[src/design/tluh_settings.svh]
`ifndef TLUH_SETTINGS_SVH
`define TLUH_SETTINGS_SVH

// bus data width in bits
`define TLUH_DW 32

// byte address width on channel A
`define TLUH_AW 14

// word index width of the SRAM
`define SRAM_AW 8

// number of stored words
`define SRAM_DEPTH 256

`endif
[src/design/tluh_pkg.sv]
`include "tluh_settings.svh"

package tluh_pkg;

  // channel field widths
  localparam int TL_DW  = `TLUH_DW;
  localparam int TL_AW  = `TLUH_AW;
  localparam int TL_DBW = TL_DW / 8;
  localparam int TL_SZW = 3;
  localparam int TL_AIW = 4;
  localparam int TL_PW  = 3;
  localparam int TL_OPW = 3;

  // byte offset bits below the word index
  localparam int TL_WORD_LSB = $clog2(TL_DBW);

  typedef logic [TL_DW-1:0]  tl_data_t;
  typedef logic [TL_AW-1:0]  tl_addr_t;
  typedef logic [TL_DBW-1:0] tl_mask_t;
  typedef logic [TL_SZW-1:0] tl_size_t;
  typedef logic [TL_AIW-1:0] tl_source_t;
  typedef logic [TL_PW-1:0]  tl_param_t;

  // two beats of one word each
  localparam tl_size_t TL_SIZE_BURST = 3'd3;

  // channel A opcodes without LogicalData (3)
  typedef enum logic [TL_OPW-1:0] {
    PutFullData    = 3'h0,
    PutPartialData = 3'h1,
    ArithmeticData = 3'h2,
    Get            = 3'h4,
    Intent         = 3'h5
  } tl_a_op_e;

  typedef enum logic [TL_OPW-1:0] {
    AccessAck     = 3'h0,
    AccessAckData = 3'h1,
    HintAck       = 3'h2
  } tl_d_op_e;

  // a_param of ArithmeticData
  typedef enum logic [TL_PW-1:0] {
    MIN  = 3'h0,
    MAX  = 3'h1,
    MINU = 3'h2,
    MAXU = 3'h3,
    ADD  = 3'h4
  } tl_arith_e;

endpackage

[src/design/tluh_amo_alu.sv]
module tluh_amo_alu (
  input  tluh_pkg::tl_arith_e op_i,
  input  tluh_pkg::tl_data_t  old_i,
  input  tluh_pkg::tl_data_t  operand_i,
  output tluh_pkg::tl_data_t  result_o
);
  import tluh_pkg::*;

  logic     old_lt_signed;
  logic     old_lt_unsigned;
  tl_data_t sum;

  // stored word compared against host operand
  assign old_lt_signed   = $signed(old_i) < $signed(operand_i);
  assign old_lt_unsigned = old_i < operand_i;

  // wraps on overflow
  assign sum = old_i + operand_i;

  always_comb begin
    case (op_i)
      MIN: begin
        result_o = old_lt_signed ? old_i : operand_i;
      end
      MAX: begin
        result_o = old_lt_signed ? operand_i : old_i;
      end
      MINU: begin
        result_o = old_lt_unsigned ? old_i : operand_i;
      end
      MAXU: begin
        result_o = old_lt_unsigned ? operand_i : old_i;
      end
      ADD: begin
        result_o = sum;
      end
      default: begin
        // undefined params leave the word as it was
        result_o = old_i;
      end
    endcase
  end

endmodule

[config.mk]
export PLATFORM = sky130hd
export DESIGN_NAME = tluh_amo_alu
export DESIGN_NICKNAME = d
export VERILOG_FILES = /design/src/design/tluh_pkg.sv /design/src/design/tluh_amo_alu.sv
export VERILOG_INCLUDE_DIRS = /design/src /design/src/design
export SDC_FILE = /design/constraint.sdc
export NUM_CORES = 1
export LEC_CHECK = 0
export ABC_CLOCK_PERIOD_IN_PS = 4170
export BUFFER_PORTS_ARGS = -buffer_cell sky130_fd_sc_hd__buf_2
export CORE_MARGIN = 2
export CORE_UTILIZATION = 25
export DETAILED_ROUTE_END_ITERATION = 12
export GPL_TIMING_DRIVEN = 1
export PLACE_DENSITY_LB_ADDON = 0.08
export SETUP_SLACK_MARGIN = 0.2
export SLEW_MARGIN = 5
export SYNTH_ARGS = -nofsm -noshare
export SYNTH_HDL_FRONTEND = slang
export SYNTH_SLANG_ARGS = --single-unit
[constraint.sdc]
create_clock -name vclk -period 4.17
set_input_delay 0.834 -clock vclk [all_inputs]
set_output_delay 0.834 -clock vclk [all_outputs]
set_load 0.01 [all_outputs]
After elaboration in Yosys (flattened, before gate mapping)
Cells that the tools add are included.
Storage, ports and cells
  memories: 0
  output and inout port bits: 32
  bits in read-only memories: 0
  RAM bits: 0
  bits in latches: 0
  flip-flop bits (word level): 0
Operators by class
  reductions and logical operators: 1
  equal/unequal tests: 4
  $add $sub $neg: 1
  bitwise operators: 0
  $lt $le $gt $ge: 2
  multipliers: 0
  divide/modulo/power cells: 0
  multiplexer cells: 5
  shift operators: 0
Operator list (count)
  $pmux 32 s5: 1
  $mux 32: 4
  $lt 32x32->1: 2
  $add 32x32->32: 1
  $eq 3x2->1 const B: 2
  $eq 3x1->1 const B: 1
  $eq 3x3->1 const B: 1
  $logic_not 3->1: 1

Logic depth before layout (Yosys ltp)
  word-level depth: 3
  mapped depth: 14
  gate-level depth less buffers: 12

Worst setup path after synthesis
Ideal clock, no wire load.
  kind: input to output
  start: in operand_i[30]
  end: out result_o[25]
  data arrival time: 3.522 ns
  path buffers: 3
  stages on the path: 13
  path slack: -0.186 ns
  cell sequence: inv_1 ha_1 buf_2 nand4_2 nor4_4 nand3_1 a311o_1 a31oi_4 nor2_4 xnor3_1 buf_6 buf_6 a221oi_1
Between the ends
  longest elaborated chain between the ends: 3
  elaborated cells on any way between the ends: 7
RTL lines
  from (decl): RTL line tluh_amo_alu.sv:4  | input tluh_pkg::tl_data_t operand_i,
  $lt 32x32->1, on equally long branches: RTL line tluh_amo_alu.sv:15, tluh_amo_alu.sv:14
  $mux 32, on equally long branches
  $pmux 32 s5 (*): RTL line tluh_amo_alu.sv:21  | case (op_i)
  to (decl): RTL line tluh_amo_alu.sv:5  | output tluh_pkg::tl_data_t result_o
Mark *: on every way between the ends. The rest lies on a longest branch, timed or not.

Final worst setup path
  start: in old_i[25]
  end: out result_o[26]
Between the ends
  longest elaborated chain between the ends: 3
  elaborated cells on any way between the ends: 8
RTL lines
  from (decl): RTL line tluh_amo_alu.sv:3  | input tluh_pkg::tl_data_t old_i,
  $lt 32x32->1, on equally long branches: RTL line tluh_amo_alu.sv:15, tluh_amo_alu.sv:14
  $mux 32, on equally long branches
  $pmux 32 s5 (*): RTL line tluh_amo_alu.sv:21
Marks and branches as above.

==> results.cfg <==
[place]
io_buffers = 99
gp_congestion = 0.926
place_area_um2 = 6670
place_ws_ns = -0.609
dp_cells = 1098
hpwlAfterDp_um = 15500

[layout]
area_growth_syn_to_layout_pct = 91.4
n_antenna_cell = 0
drive_gt1_share_pct = 53.2
fin_cells = 1141
layout_commonest_cell = buf_4
nFlopsAndLatches = 0
nFillCells = 1602
mostFrequentLayoutCells = buf_4 (209), buf_2 (71), a21oi_1 (43), inv_1 (42), nand2_1 (41)
clock_buffers = 0
final_area_um2 = 7930
seq_area_um2 = 0
nNetsFinal = 1054

[worst_setup_path]
cp.arrival_ns = 3.61
critPathKind = in -> out
crit_fanout = 6
worstPathRequired_ns = 3.34
critPathSlowestCell = a2111o_1
critical_path.endpoint_type = primary output
slowest_delay_ns = 0.42
path_cells = buf_6 -> ha_4 -> inv_4 -> nor4_4 -> nand3_1 -> a311o_1 -> a31oi_4 -> buf_12 -> nor2_4 -> xnor3_2 -> o21ai_4 -> a2111o_1 -> buf_2
start_kind = input port

[sta]
fin_crit_sh_pct = 106
fin_ws_ns = -0.270
rsz0062_at_grt = true
tns_ns = -5.06
layout_min_cycle_time_ns = 4.44
setup_viol = 32
maxSlewViolCount = 0
max_slew_margin_pct = 50.8
timing.fmax_mhz = 225
hold_ws_ns = 2.03
finalHoldViolCount = 0
worst_pin_slew_ns = 0.735

[global_route]
grt_max_degree = 25
use_met2_pct = 38.8
grt_remaining_overflow = 0
track_usage_pct = 21.3
grt_pass1_vias = 6084
grt_busiest_layer = met2
grt.met1_usage_pct = 27.5
antenna_found_initial = 0
grt_pass1_wl_um = 31000
met3_usage_pct = 0.843

[status]
status = finished, violations left
violations = negative setup slack

[min_path]
min_path_cells = 4
min_path_type = in -> out
min_from = operand_i[0]
hold_end = result_o[0]

[detailed_routing]
drcViolationCount = 0
viasPerCell = 5.22
wl_um = 19400
wl_per_cell_um = 17.0
drt_iter0_drc = 319
vias = 5951
antenna_left = 0
dr.pass1.iters = 6

[run]
maxCapViolations = 0

[synth]
synthesis.area_um2 = 4140
ys_seq_area_share_pct = 0
synth_cells = 620
synth_nets = 751
yosysUniqueCellTypes = 81
avgSynthCellArea_um2 = 6.68
yosys_warnings = 0

[pwr]
combPwrFrac_pct = 100.0
p_int_mw = 0.670
pwr-share-seq_pct = 0
switching_power_mw = 0.659
ir_drop_v = 0.0000708
power_leakage_nw = 3.58
switching_share_pct = 49.6
powerDensity_nw_per_um2 = 168
clkPwrFrac_pct = 0

[floorplan]
ioPinCount = 99
rows = 47
core_um2 = 16400
start_util_pct = 25.2
die_height_um = 133
chipWidth_um = 133
fp.dieArea_um2 = 17600
final cells by class:
cell class | instances | area (um^2) | share of cell area, %
Timing Repair Buffer | 334 | 2650 | 33.4
Inverter | 64 | 295 | 3.72
Multi-Input combinational cell | 523 | 4710 | 59.4
Tap cell | 220 | 275 | 3.47
power groups by stage:
stage          Sequential (mW)  Clock (mW)  Combinational [mW]
3_3_place_gp                 0           0                1.08
5_1_grt                      0           0                1.43
3_5_place_dp                 0           0                1.08
2_1_floorplan                0           0               0.605
4_1_cts                      0           0                1.26
6_report                     0           0                1.33
worst max-delay path, delay by kind of cell:
family | cells | cell delay, ns
AO/OA/AOI/OAI | 4 | 1.09
AND/OR/NAND/NOR | 3 | 0.53
buffers and inverters | 4 | 0.45
XOR/XNOR | 1 | 0.41
adder cells (fa/ha/maj) | 1 | 0.27
kinds of logic (layout without fill, tap and decap cells):
logic type,after synthesis,after routing,share of synthesized area [%]
AOI/OAI and AO/OA,222,222,36.3
and+or+nand+nor,191,191,23.6
buffers and inverters,97,398,9.49
adders and majority gates,64,64,19.5
xor gates and xnor gates,27,27,6.40
muxes,19,19,4.68
synthesized netlist by cell type, drive strengths merged (3+ instances only):
cell type,instances,share of area (%)
a2111oi,6,1.4
a211o,4,0.85
a211oi,9,1.8
a21o,8,1.5
a21oi,56,7.0
a221oi,5,1.1
a22oi,7,1.3
a311o,3,0.73
a31oi,8,1.6
and3,7,1.1
buf,10,1.6
clkbuf,23,2.1
ha,63,19
inv,62,5.6
mux2,3,0.82
mux2i,16,3.9
nand2,45,4.1
nand2b,8,1.2
nand3,24,3.3
nand4,9,1.5
nor2,46,4.4
nor2b,7,1.1
nor3,18,2.3
nor4,8,1.6
o2111ai,4,0.85
o211ai,12,2.2
o21a,6,1.1
o21ai,49,6.1
o21bai,4,0.73
o22ai,5,0.76
o311ai,4,0.85
o31ai,10,1.8
or2,9,1.4
or3,3,0.45
xnor2,24,5.1
routing by layer:
metal | wire [um] | vias up
met4 | 539 | 0
met1 | 8440 | 2860
li1 | - | 2902
met2 | 9640 | 160
met5 | 0 | -
met3 | 818 | 29
worst max-delay path by stage:
stage	from	end	slack (ns)	cells after the start
finish	old_i[25]	result_o[26]	-0.27	13
global route	operand_i[2]	result_o[30]	-0.44	15
CTS	operand_i[25]	result_o[26]	-0.26	14
detailed placement	old_i[1]	result_o[30]	-0.61	15
global placement	operand_i[3]	result_o[26]	-0.53	14
floorplan	operand_i[30]	result_o[26]	0.11	12
what timing repair did:
| action | in CTS | in global routing |
|---|---|---|
| pin swaps | 60 | 43 |
| buffers inserted | 30 | 12 |
| gates cloned | 1 | 0 |
| resized for setup | 141 | 66 |
| hold buffers | 0 | 0 |
| setup endpoints to repair | 32 | 32 |
stage by stage:
| stage | power [mW] | utilization, % |
|---|---|---|
| after floorplan | 0.605 | - |
| after global placement | 1.08 | 40.7 |
| after detailed placement | 1.08 | 40.7 |
| after CTS | 1.26 | 46.0 |
| after global routing | 1.43 | 48.3 |
| final | 1.33 | 48.3 |
No activity file was read; power rests on OpenSTA's default activity.
