==> src/design/tluh_settings.svh <==
`ifndef TLUH_SETTINGS_SVH
`define TLUH_SETTINGS_SVH

// bus data width in bits
`define TLUH_DW 32

// byte address width on channel A
`define TLUH_AW 14

// word index width of the SRAM
`define SRAM_AW 8

// number of stored words
`define SRAM_DEPTH 256

`endif
==> src/design/sram_pkg.sv <==
`include "tluh_settings.svh"

package sram_pkg;

  // one stored word is one bus beat
  localparam int SRAM_DW = `TLUH_DW;

  // word index into the array
  typedef logic [`SRAM_AW-1:0] sram_addr_t;

  typedef logic [SRAM_DW-1:0] sram_data_t;

  // one bit per data bit
  typedef logic [SRAM_DW-1:0] sram_wmask_t;

endpackage

==> src/design/tluh_pkg.sv <==
`include "tluh_settings.svh"

package tluh_pkg;

  // channel field widths
  localparam int TL_DW  = `TLUH_DW;
  localparam int TL_AW  = `TLUH_AW;
  localparam int TL_DBW = TL_DW / 8;
  localparam int TL_SZW = 3;
  localparam int TL_AIW = 4;
  localparam int TL_PW  = 3;
  localparam int TL_OPW = 3;

  // byte offset bits below the word index
  localparam int TL_WORD_LSB = $clog2(TL_DBW);

  typedef logic [TL_DW-1:0]  tl_data_t;
  typedef logic [TL_AW-1:0]  tl_addr_t;
  typedef logic [TL_DBW-1:0] tl_mask_t;
  typedef logic [TL_SZW-1:0] tl_size_t;
  typedef logic [TL_AIW-1:0] tl_source_t;
  typedef logic [TL_PW-1:0]  tl_param_t;

  // two beats of one word each
  localparam tl_size_t TL_SIZE_BURST = 3'd3;

  // channel A opcodes without LogicalData (3)
  typedef enum logic [TL_OPW-1:0] {
    PutFullData    = 3'h0,
    PutPartialData = 3'h1,
    ArithmeticData = 3'h2,
    Get            = 3'h4,
    Intent         = 3'h5
  } tl_a_op_e;

  typedef enum logic [TL_OPW-1:0] {
    AccessAck     = 3'h0,
    AccessAckData = 3'h1,
    HintAck       = 3'h2
  } tl_d_op_e;

  // a_param of ArithmeticData
  typedef enum logic [TL_PW-1:0] {
    MIN  = 3'h0,
    MAX  = 3'h1,
    MINU = 3'h2,
    MAXU = 3'h3,
    ADD  = 3'h4
  } tl_arith_e;

endpackage

==> src/design/sram_if.sv <==
interface sram_if;
  import sram_pkg::*;

  logic        req;
  logic        gnt;
  logic        we;
  sram_addr_t  addr;
  sram_data_t  wdata;
  sram_wmask_t wmask;

  // read return one cycle after the grant
  sram_data_t  rdata;
  logic        rvalid;

  modport master (
    output req,
    output we,
    output addr,
    output wdata,
    output wmask,
    input  gnt,
    input  rdata,
    input  rvalid
  );

  modport slave (
    input  req,
    input  we,
    input  addr,
    input  wdata,
    input  wmask,
    output gnt,
    output rdata,
    output rvalid
  );

endinterface

==> src/design/tluh_sram_adapter.sv <==
module tluh_sram_adapter (
  input  logic                 clk_i,
  input  logic                 rst_ni,
  input  logic                 a_valid_i,
  input  tluh_pkg::tl_a_op_e   a_opcode_i,
  input  tluh_pkg::tl_param_t  a_param_i,
  input  tluh_pkg::tl_size_t   a_size_i,
  input  tluh_pkg::tl_source_t a_source_i,
  input  tluh_pkg::tl_addr_t   a_address_i,
  input  tluh_pkg::tl_mask_t   a_mask_i,
  input  tluh_pkg::tl_data_t   a_data_i,
  output logic                 a_ready_o,
  output logic                 d_valid_o,
  output tluh_pkg::tl_d_op_e   d_opcode_o,
  output tluh_pkg::tl_size_t   d_size_o,
  output tluh_pkg::tl_source_t d_source_o,
  output tluh_pkg::tl_data_t   d_data_o,
  output logic                 d_error_o,
  input  logic                 d_ready_i,
  sram_if.master               sram,
  output tluh_pkg::tl_arith_e  alu_op_o,
  output tluh_pkg::tl_data_t   alu_old_o,
  output tluh_pkg::tl_data_t   alu_operand_o,
  input  tluh_pkg::tl_data_t   alu_result_i
);
  import tluh_pkg::*;
  import sram_pkg::*;

  typedef enum logic [2:0] {
    IDLE,
    READ,
    READ_WAIT,
    AMO_WRITE,
    RESP,
    WAIT_BEAT
  } state_e;

  state_e      state_q;
  state_e      state_d;

  // request held for the whole transaction
  tl_a_op_e    op_q;
  tl_param_t   param_q;
  tl_size_t    size_q;
  tl_source_t  source_q;
  logic        beat_q;
  sram_addr_t  addr_q;
  tl_mask_t    mask_q;
  tl_data_t    data_q;
  sram_data_t  old_q;
  sram_wmask_t wmask;

  // D beat register
  tl_d_op_e    d_opcode_q;
  tl_data_t    d_data_q;
  logic        d_error_q;
  logic        d_load;
  tl_d_op_e    d_opcode_d;
  tl_data_t    d_data_d;
  logic        d_error_d;

  logic        first_beat;
  logic        beat_step;
  logic        more_beats;
  logic        is_amo;
  logic        bad_param;
  logic        a_bad_param;

  assign a_ready_o   = (state_q == IDLE) || (state_q == WAIT_BEAT);
  assign first_beat  = (state_q == IDLE) && a_valid_i;
  assign more_beats  = (size_q == TL_SIZE_BURST) && !beat_q;
  assign is_amo      = (op_q == ArithmeticData);
  assign bad_param   = is_amo && (param_q > tl_param_t'(ADD));
  assign a_bad_param = a_param_i > tl_param_t'(ADD);

  // second word of a burst from the host or from a Get
  assign beat_step = ((state_q == WAIT_BEAT) && a_valid_i) ||
                     ((state_q == RESP) && (state_d == READ));

  always_comb begin
    state_d    = state_q;
    d_load     = 1'b0;
    d_opcode_d = AccessAck;
    d_data_d   = '0;
    d_error_d  = 1'b0;
    case (state_q)
      IDLE: begin
        if (a_valid_i) begin
          case (a_opcode_i)
            Get: begin
              state_d = READ;
            end
            PutFullData, PutPartialData: begin
              state_d = AMO_WRITE;
            end
            ArithmeticData: begin
              if (a_bad_param) begin
                state_d    = RESP;
                d_load     = 1'b1;
                d_opcode_d = AccessAckData;
                d_error_d  = 1'b1;
              end else begin
                state_d = READ;
              end
            end
            Intent: begin
              state_d    = RESP;
              d_load     = 1'b1;
              d_opcode_d = HintAck;
            end
            default: begin
              state_d   = RESP;
              d_load    = 1'b1;
              d_error_d = 1'b1;
            end
          endcase
        end
      end
      READ: begin
        if (sram.gnt) begin
          state_d = READ_WAIT;
        end
      end
      READ_WAIT: begin
        if (sram.rvalid) begin
          if (is_amo) begin
            state_d = AMO_WRITE;
          end else begin
            state_d    = RESP;
            d_load     = 1'b1;
            d_opcode_d = AccessAckData;
            d_data_d   = sram.rdata;
          end
        end
      end
      AMO_WRITE: begin
        if (sram.gnt) begin
          if (is_amo) begin
            state_d    = RESP;
            d_load     = 1'b1;
            d_opcode_d = AccessAckData;
            d_data_d   = old_q;
          end else if (more_beats) begin
            state_d = WAIT_BEAT;
          end else begin
            // one ack for the whole put
            state_d    = RESP;
            d_load     = 1'b1;
            d_opcode_d = AccessAck;
          end
        end
      end
      RESP: begin
        if (d_ready_i) begin
          if (more_beats && (op_q == Get)) begin
            state_d = READ;
          end else if (more_beats && is_amo) begin
            state_d = WAIT_BEAT;
          end else begin
            state_d = IDLE;
          end
        end
      end
      WAIT_BEAT: begin
        if (a_valid_i) begin
          if (bad_param) begin
            state_d    = RESP;
            d_load     = 1'b1;
            d_opcode_d = AccessAckData;
            d_error_d  = 1'b1;
          end else if (is_amo) begin
            state_d = READ;
          end else begin
            state_d = AMO_WRITE;
          end
        end
      end
      default: begin
        state_d = IDLE;
      end
    endcase
  end

  always_ff @(posedge clk_i or negedge rst_ni) begin
    if (!rst_ni) begin
      state_q    <= IDLE;
      op_q       <= Get;
      param_q    <= '0;
      size_q     <= '0;
      source_q   <= '0;
      beat_q     <= 1'b0;
      d_opcode_q <= AccessAck;
      d_error_q  <= 1'b0;
    end else begin
      state_q <= state_d;
      if (first_beat) begin
        op_q     <= a_opcode_i;
        param_q  <= a_param_i;
        size_q   <= a_size_i;
        source_q <= a_source_i;
        beat_q   <= 1'b0;
      end else if (beat_step) begin
        beat_q <= 1'b1;
      end
      if (d_load) begin
        d_opcode_q <= d_opcode_d;
        d_error_q  <= d_error_d;
      end
    end
  end

  always_ff @(posedge clk_i) begin
    if (first_beat) begin
      // byte address down to word index
      addr_q <= a_address_i[TL_WORD_LSB +: $bits(sram_addr_t)];
      mask_q <= a_mask_i;
      data_q <= a_data_i;
    end else if (beat_step) begin
      addr_q <= addr_q + sram_addr_t'(1);
      if (state_q == WAIT_BEAT) begin
        mask_q <= a_mask_i;
        data_q <= a_data_i;
      end
    end
    if ((state_q == READ_WAIT) && sram.rvalid) begin
      old_q <= sram.rdata;
    end
    if (d_load) begin
      d_data_q <= d_data_d;
    end
  end

  // byte lanes to bit lanes
  always_comb begin
    for (int b = 0; b < TL_DBW; b++) begin
      wmask[8*b +: 8] = {8{mask_q[b]}};
    end
  end

  // puts share the write state with atomics
  assign sram.req   = (state_q == READ) || (state_q == AMO_WRITE);
  assign sram.we    = (state_q == AMO_WRITE);
  assign sram.addr  = addr_q;
  assign sram.wdata = is_amo ? alu_result_i : data_q;
  assign sram.wmask = wmask;

  assign alu_op_o      = tl_arith_e'(param_q);
  assign alu_old_o     = old_q;
  assign alu_operand_o = data_q;

  assign d_valid_o  = (state_q == RESP);
  assign d_opcode_o = d_opcode_q;
  assign d_size_o   = size_q;
  assign d_source_o = source_q;
  assign d_data_o   = d_data_q;
  assign d_error_o  = d_error_q;

  // a stalled D beat keeps its contents
  d_hold_a: assert property (@(posedge clk_i) disable iff (!rst_ni)
    d_valid_o && !d_ready_i |=> d_valid_o && $stable(d_opcode_o) && $stable(d_data_o)
                                && $stable(d_error_o) && $stable(d_source_o)
                                && $stable(d_size_o));

  // hints never reach the memory as writes
  intent_no_write_a: assert property (@(posedge clk_i) disable iff (!rst_ni)
    sram.req && sram.we |-> (op_q != Intent));

  // SRAM traffic only while channel A is closed
  no_access_when_ready_a: assert property (@(posedge clk_i) disable iff (!rst_ni)
    sram.req |-> !a_ready_o);

endmodule

==> src/flat_wrapper.sv <==
// flat-port wrapper written by rule: the top's interface ports become plain ports
module tluh_sram_adapter_flat import tluh_pkg::*; import sram_pkg::*;
  (clk_i, rst_ni, a_valid_i, a_opcode_i, a_param_i, a_size_i, a_source_i, a_address_i, a_mask_i, a_data_i, a_ready_o, d_valid_o, d_opcode_o, d_size_o, d_source_o, d_data_o, d_error_o, d_ready_i, alu_op_o, alu_old_o, alu_operand_o, alu_result_i, sram_req, sram_we, sram_addr, sram_wdata, sram_wmask, sram_gnt, sram_rdata, sram_rvalid);
  sram_if sram_i ();
  input  logic clk_i;
  input  logic rst_ni;
  input  logic a_valid_i;
  input  tluh_pkg::tl_a_op_e a_opcode_i;
  input  tluh_pkg::tl_param_t a_param_i;
  input  tluh_pkg::tl_size_t a_size_i;
  input  tluh_pkg::tl_source_t a_source_i;
  input  tluh_pkg::tl_addr_t a_address_i;
  input  tluh_pkg::tl_mask_t a_mask_i;
  input  tluh_pkg::tl_data_t a_data_i;
  output logic a_ready_o;
  output logic d_valid_o;
  output tluh_pkg::tl_d_op_e d_opcode_o;
  output tluh_pkg::tl_size_t d_size_o;
  output tluh_pkg::tl_source_t d_source_o;
  output tluh_pkg::tl_data_t d_data_o;
  output logic d_error_o;
  input  logic d_ready_i;
  output tluh_pkg::tl_arith_e alu_op_o;
  output tluh_pkg::tl_data_t alu_old_o;
  output tluh_pkg::tl_data_t alu_operand_o;
  input  tluh_pkg::tl_data_t alu_result_i;
  output wire logic [$bits(sram_i.req)-1:0] sram_req;
  output wire logic [$bits(sram_i.we)-1:0] sram_we;
  output wire logic [$bits(sram_i.addr)-1:0] sram_addr;
  output wire logic [$bits(sram_i.wdata)-1:0] sram_wdata;
  output wire logic [$bits(sram_i.wmask)-1:0] sram_wmask;
  input wire logic [$bits(sram_i.gnt)-1:0] sram_gnt;
  input wire logic [$bits(sram_i.rdata)-1:0] sram_rdata;
  input wire logic [$bits(sram_i.rvalid)-1:0] sram_rvalid;
  assign sram_req = sram_i.req;
  assign sram_we = sram_i.we;
  assign sram_addr = sram_i.addr;
  assign sram_wdata = sram_i.wdata;
  assign sram_wmask = sram_i.wmask;
  assign sram_i.gnt = sram_gnt;
  assign sram_i.rdata = sram_rdata;
  assign sram_i.rvalid = sram_rvalid;
  tluh_sram_adapter u_core (.clk_i(clk_i), .rst_ni(rst_ni), .a_valid_i(a_valid_i), .a_opcode_i(a_opcode_i), .a_param_i(a_param_i), .a_size_i(a_size_i), .a_source_i(a_source_i), .a_address_i(a_address_i), .a_mask_i(a_mask_i), .a_data_i(a_data_i), .a_ready_o(a_ready_o), .d_valid_o(d_valid_o), .d_opcode_o(d_opcode_o), .d_size_o(d_size_o), .d_source_o(d_source_o), .d_data_o(d_data_o), .d_error_o(d_error_o), .d_ready_i(d_ready_i), .sram(sram_i), .alu_op_o(alu_op_o), .alu_old_o(alu_old_o), .alu_operand_o(alu_operand_o), .alu_result_i(alu_result_i));
endmodule
==> config.mk <==
export PLATFORM = sky130hd
export DESIGN_NAME = tluh_sram_adapter_flat
export DESIGN_NICKNAME = d
export VERILOG_FILES = /design/src/design/sram_pkg.sv /design/src/design/tluh_pkg.sv /design/src/design/sram_if.sv /design/src/design/tluh_sram_adapter.sv /design/src/flat_wrapper.sv
export VERILOG_INCLUDE_DIRS = /design/src /design/src/design
export SDC_FILE = /design/constraint.sdc
export NUM_CORES = 1
export LEC_CHECK = 0
export ABC_AREA = 1
export BUFFER_PORTS_ARGS = -buffer_cell sky130_fd_sc_hd__buf_2
export CORE_ASPECT_RATIO = 0.5
export CORE_UTILIZATION = 37
export DETAILED_ROUTE_END_ITERATION = 8
export PLACE_DENSITY_LB_ADDON = 0.1
export SKIP_CTS_REPAIR_TIMING = 1
export SYNTH_ARGS = -nofsm -noshare
export SYNTH_HDL_FRONTEND = slang
export SYNTH_SLANG_ARGS = --single-unit
export TNS_END_PERCENT = 5
==> constraint.sdc <==
create_clock -name clk_i -period 4.7 [get_ports clk_i]
set_input_delay 0.94 -clock clk_i [delete_from_list [all_inputs] [get_ports clk_i]]
set_output_delay 0.94 -clock clk_i [all_outputs]
set_load 0.05 [all_outputs]
# Word-level counts from Yosys, hierarchy flattened
# Cells that the tools add are included.
[totals] ff_bits=129 out_inout_bits=186 wordCells=105
[op_classes] add_sub_neg=1 order_cmp=2 eq_ne=13 n_mux=56 reduce_logical=20
[ops] op="two-way mux 32 bit" count=8
[ops] op="one-hot mux 32 bit (2 select lines)" count=1
[ops] op="two-way mux 3 bit" count=16
[ops] op="one-hot mux 3 bit (6 select lines)" count=1
[ops] op="two-way mux 1 bit" count=17
[ops] op="two-way mux 8 bit" count=2
[ops] op="== test 3 x 2 -> 1 bit (second input constant)" count=5
[ops] op="== test 3 bit (second input constant)" count=5
[ops] op="two-way mux 4 bit" count=3
[ops] op="one-hot mux 3 bit (4 select lines)" count=1
[ops] op="== test 3 x 1 -> 1 bit (second input constant)" count=3
[ops] op="one-hot mux 3 bit (3 select lines)" count=1
[ops] op="adder 8 x 1 -> 8 bit (second input constant)" count=1
[ops] op="logical AND 1 bit" count=8
[ops] op="> comparator 3 bit (second input constant)" count=2
[ops] op="zero test 3 bit" count=2
[ops] op="one-hot mux 1 bit (2 select lines)" count=3
[ops] op="one-hot mux 3 bit (2 select lines)" count=1
[ops] op="one-hot mux 1 bit (4 select lines)" count=1
[ops] op="nonzero test 2 bit" count=2
[ops] op="OR reduction 4 bit" count=1
[ops] op="logical OR 1 bit" count=3
[ops] op="OR reduction 3 bit" count=1
[ops] op="two-way mux 2 bit" count=1
[ops] op="3 further kinds" count=3

# Depth between registers and ports, before layout
[depth] word_depth=12 depth_mapped=13

# Worst setup path after synthesis
# Ideal clock, no wire load.
[synth_path] kind="input -> register" start="input port sram_rvalid" end="register u_core.d_data_q[0], in the netlist u_core.d_data_o[0], enable pin" setup_ns=0.376 arrival_time_ns=2.645 setup_slack_ns=1.680 stages=4 path_buffers=0 cell_sequence="inv_1 > nor2_2 > nand2_1 > nand3_2"
[synth_between] elab_chain_len=2
[synth_rtl] item="start, declared" line="flat_wrapper.sv:34" text="input wire logic [$bits(sram_i.rvalid)-1:0] sram_rvalid;"
[synth_rtl] item="two-way mux 1 bit" line="tluh_sram_adapter.sv:125" text="if (sram.rvalid) begin"
[synth_rtl] item="one-hot mux 1 bit (4 select lines)" line="tluh_sram_adapter.sv:86" text="case (state_q)"
[synth_rtl] item="net u_core.d_load" line="tluh_sram_adapter.sv:57" text="logic d_load;"
[synth_rtl] item="end signal, assigned" line="tluh_sram_adapter.sv:229" text="d_data_q <= d_data_d;"
[synth_rtl] item="end, declared" line="tluh_sram_adapter.sv:55" text="tl_data_t d_data_q;"
# The timed path passes the listed nets, and every way through them passes these cells.
# A chain may end at the register's enable or synchronous reset.

# Worst setup path after layout
[layout_path] start="register u_core.op_q[2]" end="output port sram_wdata[17]"
[layout_between] elab_chain_len=2
[layout_rtl] item="start, declared" line="tluh_sram_adapter.sv:42" text="tl_a_op_e op_q;"
[layout_rtl] item="start signal, assigned" line="tluh_sram_adapter.sv:187" text="op_q <= Get;"
[layout_rtl] item="start signal, assigned" line="tluh_sram_adapter.sv:197" text="op_q <= a_opcode_i;"
[layout_rtl] item="== test 3 x 2 -> 1 bit" line="tluh_sram_adapter.sv:72" text="assign is_amo = (op_q == ArithmeticData);"
[layout_rtl] item="two-way mux 32 bit" line="tluh_sram_adapter.sv:244" text="assign sram.wdata = is_amo ? alu_result_i : data_q;"
[layout_rtl] item="end, declared" line="flat_wrapper.sv:30" text="output wire logic [$bits(sram_i.wdata)-1:0] sram_wdata;"
# Every way passes these cells.

==> impl_metrics.yaml <==
drt:
  first_iter_violations: 282
  wl_um: 14000
  post_drt_wl_per_cell_um: 14.3
  drc: 0
  vias: 4364
  firstDrtPassIters: 4
  final_antenna_net_count: 0
  vias_per_cell: 4.47
timing:
  grt_setup_unrepaired: "false"
  tightest_slew_ns: 0.681
  setup_viol: 0
  finalCritPeriodShare_pct: 73.6
  final_hold_viol_count: 0
  slew-limit-headroom_pct: 54.4
  slew_viol_final: 0
  skew_ns: 0.0124
  fin_ws_ns: 1.24
  tns_ns: 0
  finalCriticalPeriod_ns: 3.46
  max_freq_mhz: 289
place:
  place_ws_ns: 1.58
  dpl_cell_area_mm2: 0.00705
  dpl.hpwl_um: 10100
  io_buffers: 311
  routabilityCongestion: 0.804
final_layout:
  nFillCells: 1396
  mostFrequentLayoutCells: "311 x buf_2, 175 x nand2_1, 108 x edfxtp_1"
  final_common_cell: "buf_2"
  fin_nets: 899
  layout-drive-gt1-share_pct: 47.6
  synthToLayoutAreaGrowth_pct: 38.3
  postLayoutCellArea_mm2: 0.00761
  multi_input_area_mm2: 0.00138
  final_util_pct: 52.4
  n_antenna_cell: 0
  seq_area_mm2: 0.00374
cts:
  cts_root_buf: "clkbuf_16"
  cts_buffer_depth: 2
  cts_sinks: 128
  cts_buffers: 17
  cts_htree_levels: 4
  tritoncts: "done"
  clk_latency_ns: 0.40
  clkTransAtPathRegs_ns: 0.06
worst_setup_path:
  r2r_slack_ns: 1.78
  endpoint: "sram_wdata[17]"
  worst_ep_required_time_ns: 3.76
  worstSetupEndpointType: "output pin"
  path_common_cell: "nand2_1"
  cp.depth: 6
  startpoint: "u_core.op_q[2]"
  critPathMaxFanout: 36
  r2r_end: "u_core.d_data_o[12]"
  crit_chain: "nor2_2, nand2_2, inv_2, nand2_1, nand2_1, buf_2"
  critical_path_class: "reg2out"
  worst_r2r_startpoint: "u_core.op_q[2]"
  worst-path-buf-inv: 2
  critPathLaunchType: "flop"
  ff2ff_path_depth: 8
  cp_slowest_stage_delay_ns: 0.66
  cp_top_family: "buffers and inverters"
  worstPathArrival_ns: 2.52
  slowest_stage: "inv_2"
global_route:
  grt_max_degree: 37
  grt_pass1_vias: 3996
  gr-total-overflow: 0
  grt_pass1_wl_um: 20600
  track_usage_pct: 17.6
  antenna_found_initial: 0
power:
  cellLeakagePower_uw: 0.00364
  p_total_uw: 6140
  powerDensity_mw_per_mm2: 807
  ir_worst_vdd_mv: 0.413
yosys:
  syn_nets: 610
  syn_area_mm2: 0.00550
  yosysUniqueCellTypes: 32
  ys_seq_area_share_pct: 68.1
  yosys_warnings: 0
  ys_ff_latch: 128
  syn_inst: 476
  synth_area_per_cell_um2: 11.6
hold_path:
  hp-class: "reg2reg"
die:
  rows: 31
  die_x_um: 174
  die_y_um: 88.2
  start_util_pct: 37.9
  coreArea_mm2: 0.0145
  ios: 319
  die_area_mm2: 0.0154
run_status:
  outcome: "finished clean"
job:
  drv_cap: 0
-- worst min path at each step --
stage                          from                   end  slack (ns)  cells past startpoint
2_1_floorplan        u_core.op_q[2]        u_core.op_q[2]        0.48                      2
3_3_place_gp       u_core.d_error_o      u_core.d_error_o        0.45                      2
3_5_place_dp   u_core.d_source_o[0]  u_core.d_source_o[0]        0.46                      2
4_1_cts        u_core.d_opcode_o[0]  u_core.d_opcode_o[0]        0.48                      2
5_1_grt        u_core.d_opcode_o[0]  u_core.d_opcode_o[0]        0.49                      2
6_report       u_core.d_opcode_o[0]  u_core.d_opcode_o[0]        0.48                      2
-- report_power, final --
part	total, uW	switching, uW	internal, uW	leakage (uW)
registers	1790	164	1630	0.00125
logic	3100	2500	596	0.00211
clock network	1250	511	736	0.000277
total	6140	3180	2960	0.00364
-- sequential cells by signal (all words and copies together) (netlist names) --
name and cells:
u_core.mask_q 4, u_core.alu_old_o 32, u_core.beat_q 1, u_core.d_opcode_o 2, u_core.d_data_o 32, u_core.sram.addr 8, u_core.d_source_o 4, u_core.op_q 3
u_core.alu_operand_o 32, u_core.state_q 3, u_core.d_error_o 1, u_core.d_size_o 3, u_core.alu_op_o 3
-- worst register-to-register path: cells and delay by family (launching register included) --
| family | cells | cell delay [ns] |
|---|---|---|
| DFF | 1 | 0.38 |
| buffers and inverters | 2 | 1.05 |
| and+or+nand+nor | 5 | 1.07 |
| AOI/OAI and AO/OA | 1 | 0.05 |
-- cell families (layout without fill, tap and decap cells) --
group           count (synthesis)  count (layout)  share of synthesized area (%)
buf+inv                        69             371                           7.01
simple gates                  220             220                           16.7
xor+xnor                        5               5                          0.796
flops                         128             128                           68.1
compound gates                 52              52                           7.07
other cells                     1               1                         0.0682
fa+ha+maj                       1               1                          0.227
-- per-layer routing --
metal | wire [um] | up-vias | track usage [%]
li1 | - | 2183 | -
met1 | 5850 | 2030 | 20.7
met2 | 6970 | 139 | 30.8
met3 | 1040 | 12 | 6.49
met4 | 127 | 0 | 5.18
met5 | 0 | - | 0
-- stage by stage --
stage | hold slack [ns] | instances
global route | 0.491 | 976
floorplan | 0.482 | 476
finish | 0.476 | 976
CTS | 0.480 | 976
global placement | 0.452 | 944
detailed placement | 0.464 | 944
-- synth_stat cells --
library cell	instances	area (um2)
nand2_2	3	18.8
inv_2	6	22.5
a22o_1	32	280
xnor2_1	2	17.5
nand3_1	9	45.0
buf_4	31	233
or2_2	1	6.26
nand3_2	4	40.0
clkbuf_1	6	22.5
a21oi_2	1	8.76
xor2_1	3	26.3
o21ai_0	12	60.1
inv_1	18	67.6
o22ai_1	1	6.26
nor2_1	16	60.1
a31oi_1	1	6.26
nor3_2	2	20.0
nor3_4	1	16.3
nor4_1	3	18.8
nor2_2	4	25.0
dfrtp_1	19	475
o21ai_1	2	10.0
dfstp_2	1	26.3
buf_2	8	40.0
conb_1	1	3.75
o21a_1	1	7.51
edfxtp_1	108	3240
nand4_1	1	6.26
ha_1	1	12.5
nand3b_1	1	7.51
a21oi_1	2	10.0
nand2_1	175	657
-- area by class of cell --
type / instances / area share, %
sequential: 128 / 49.2
timing repair buffer: 315 / 20.9
multi-input combinational: 279 / 18.1
clock buffer: 18 / 5.64
tap: 198 / 3.26
clock inverter: 14 / 1.71
inverter: 24 / 1.18
(Power assumes the default switching activity.)
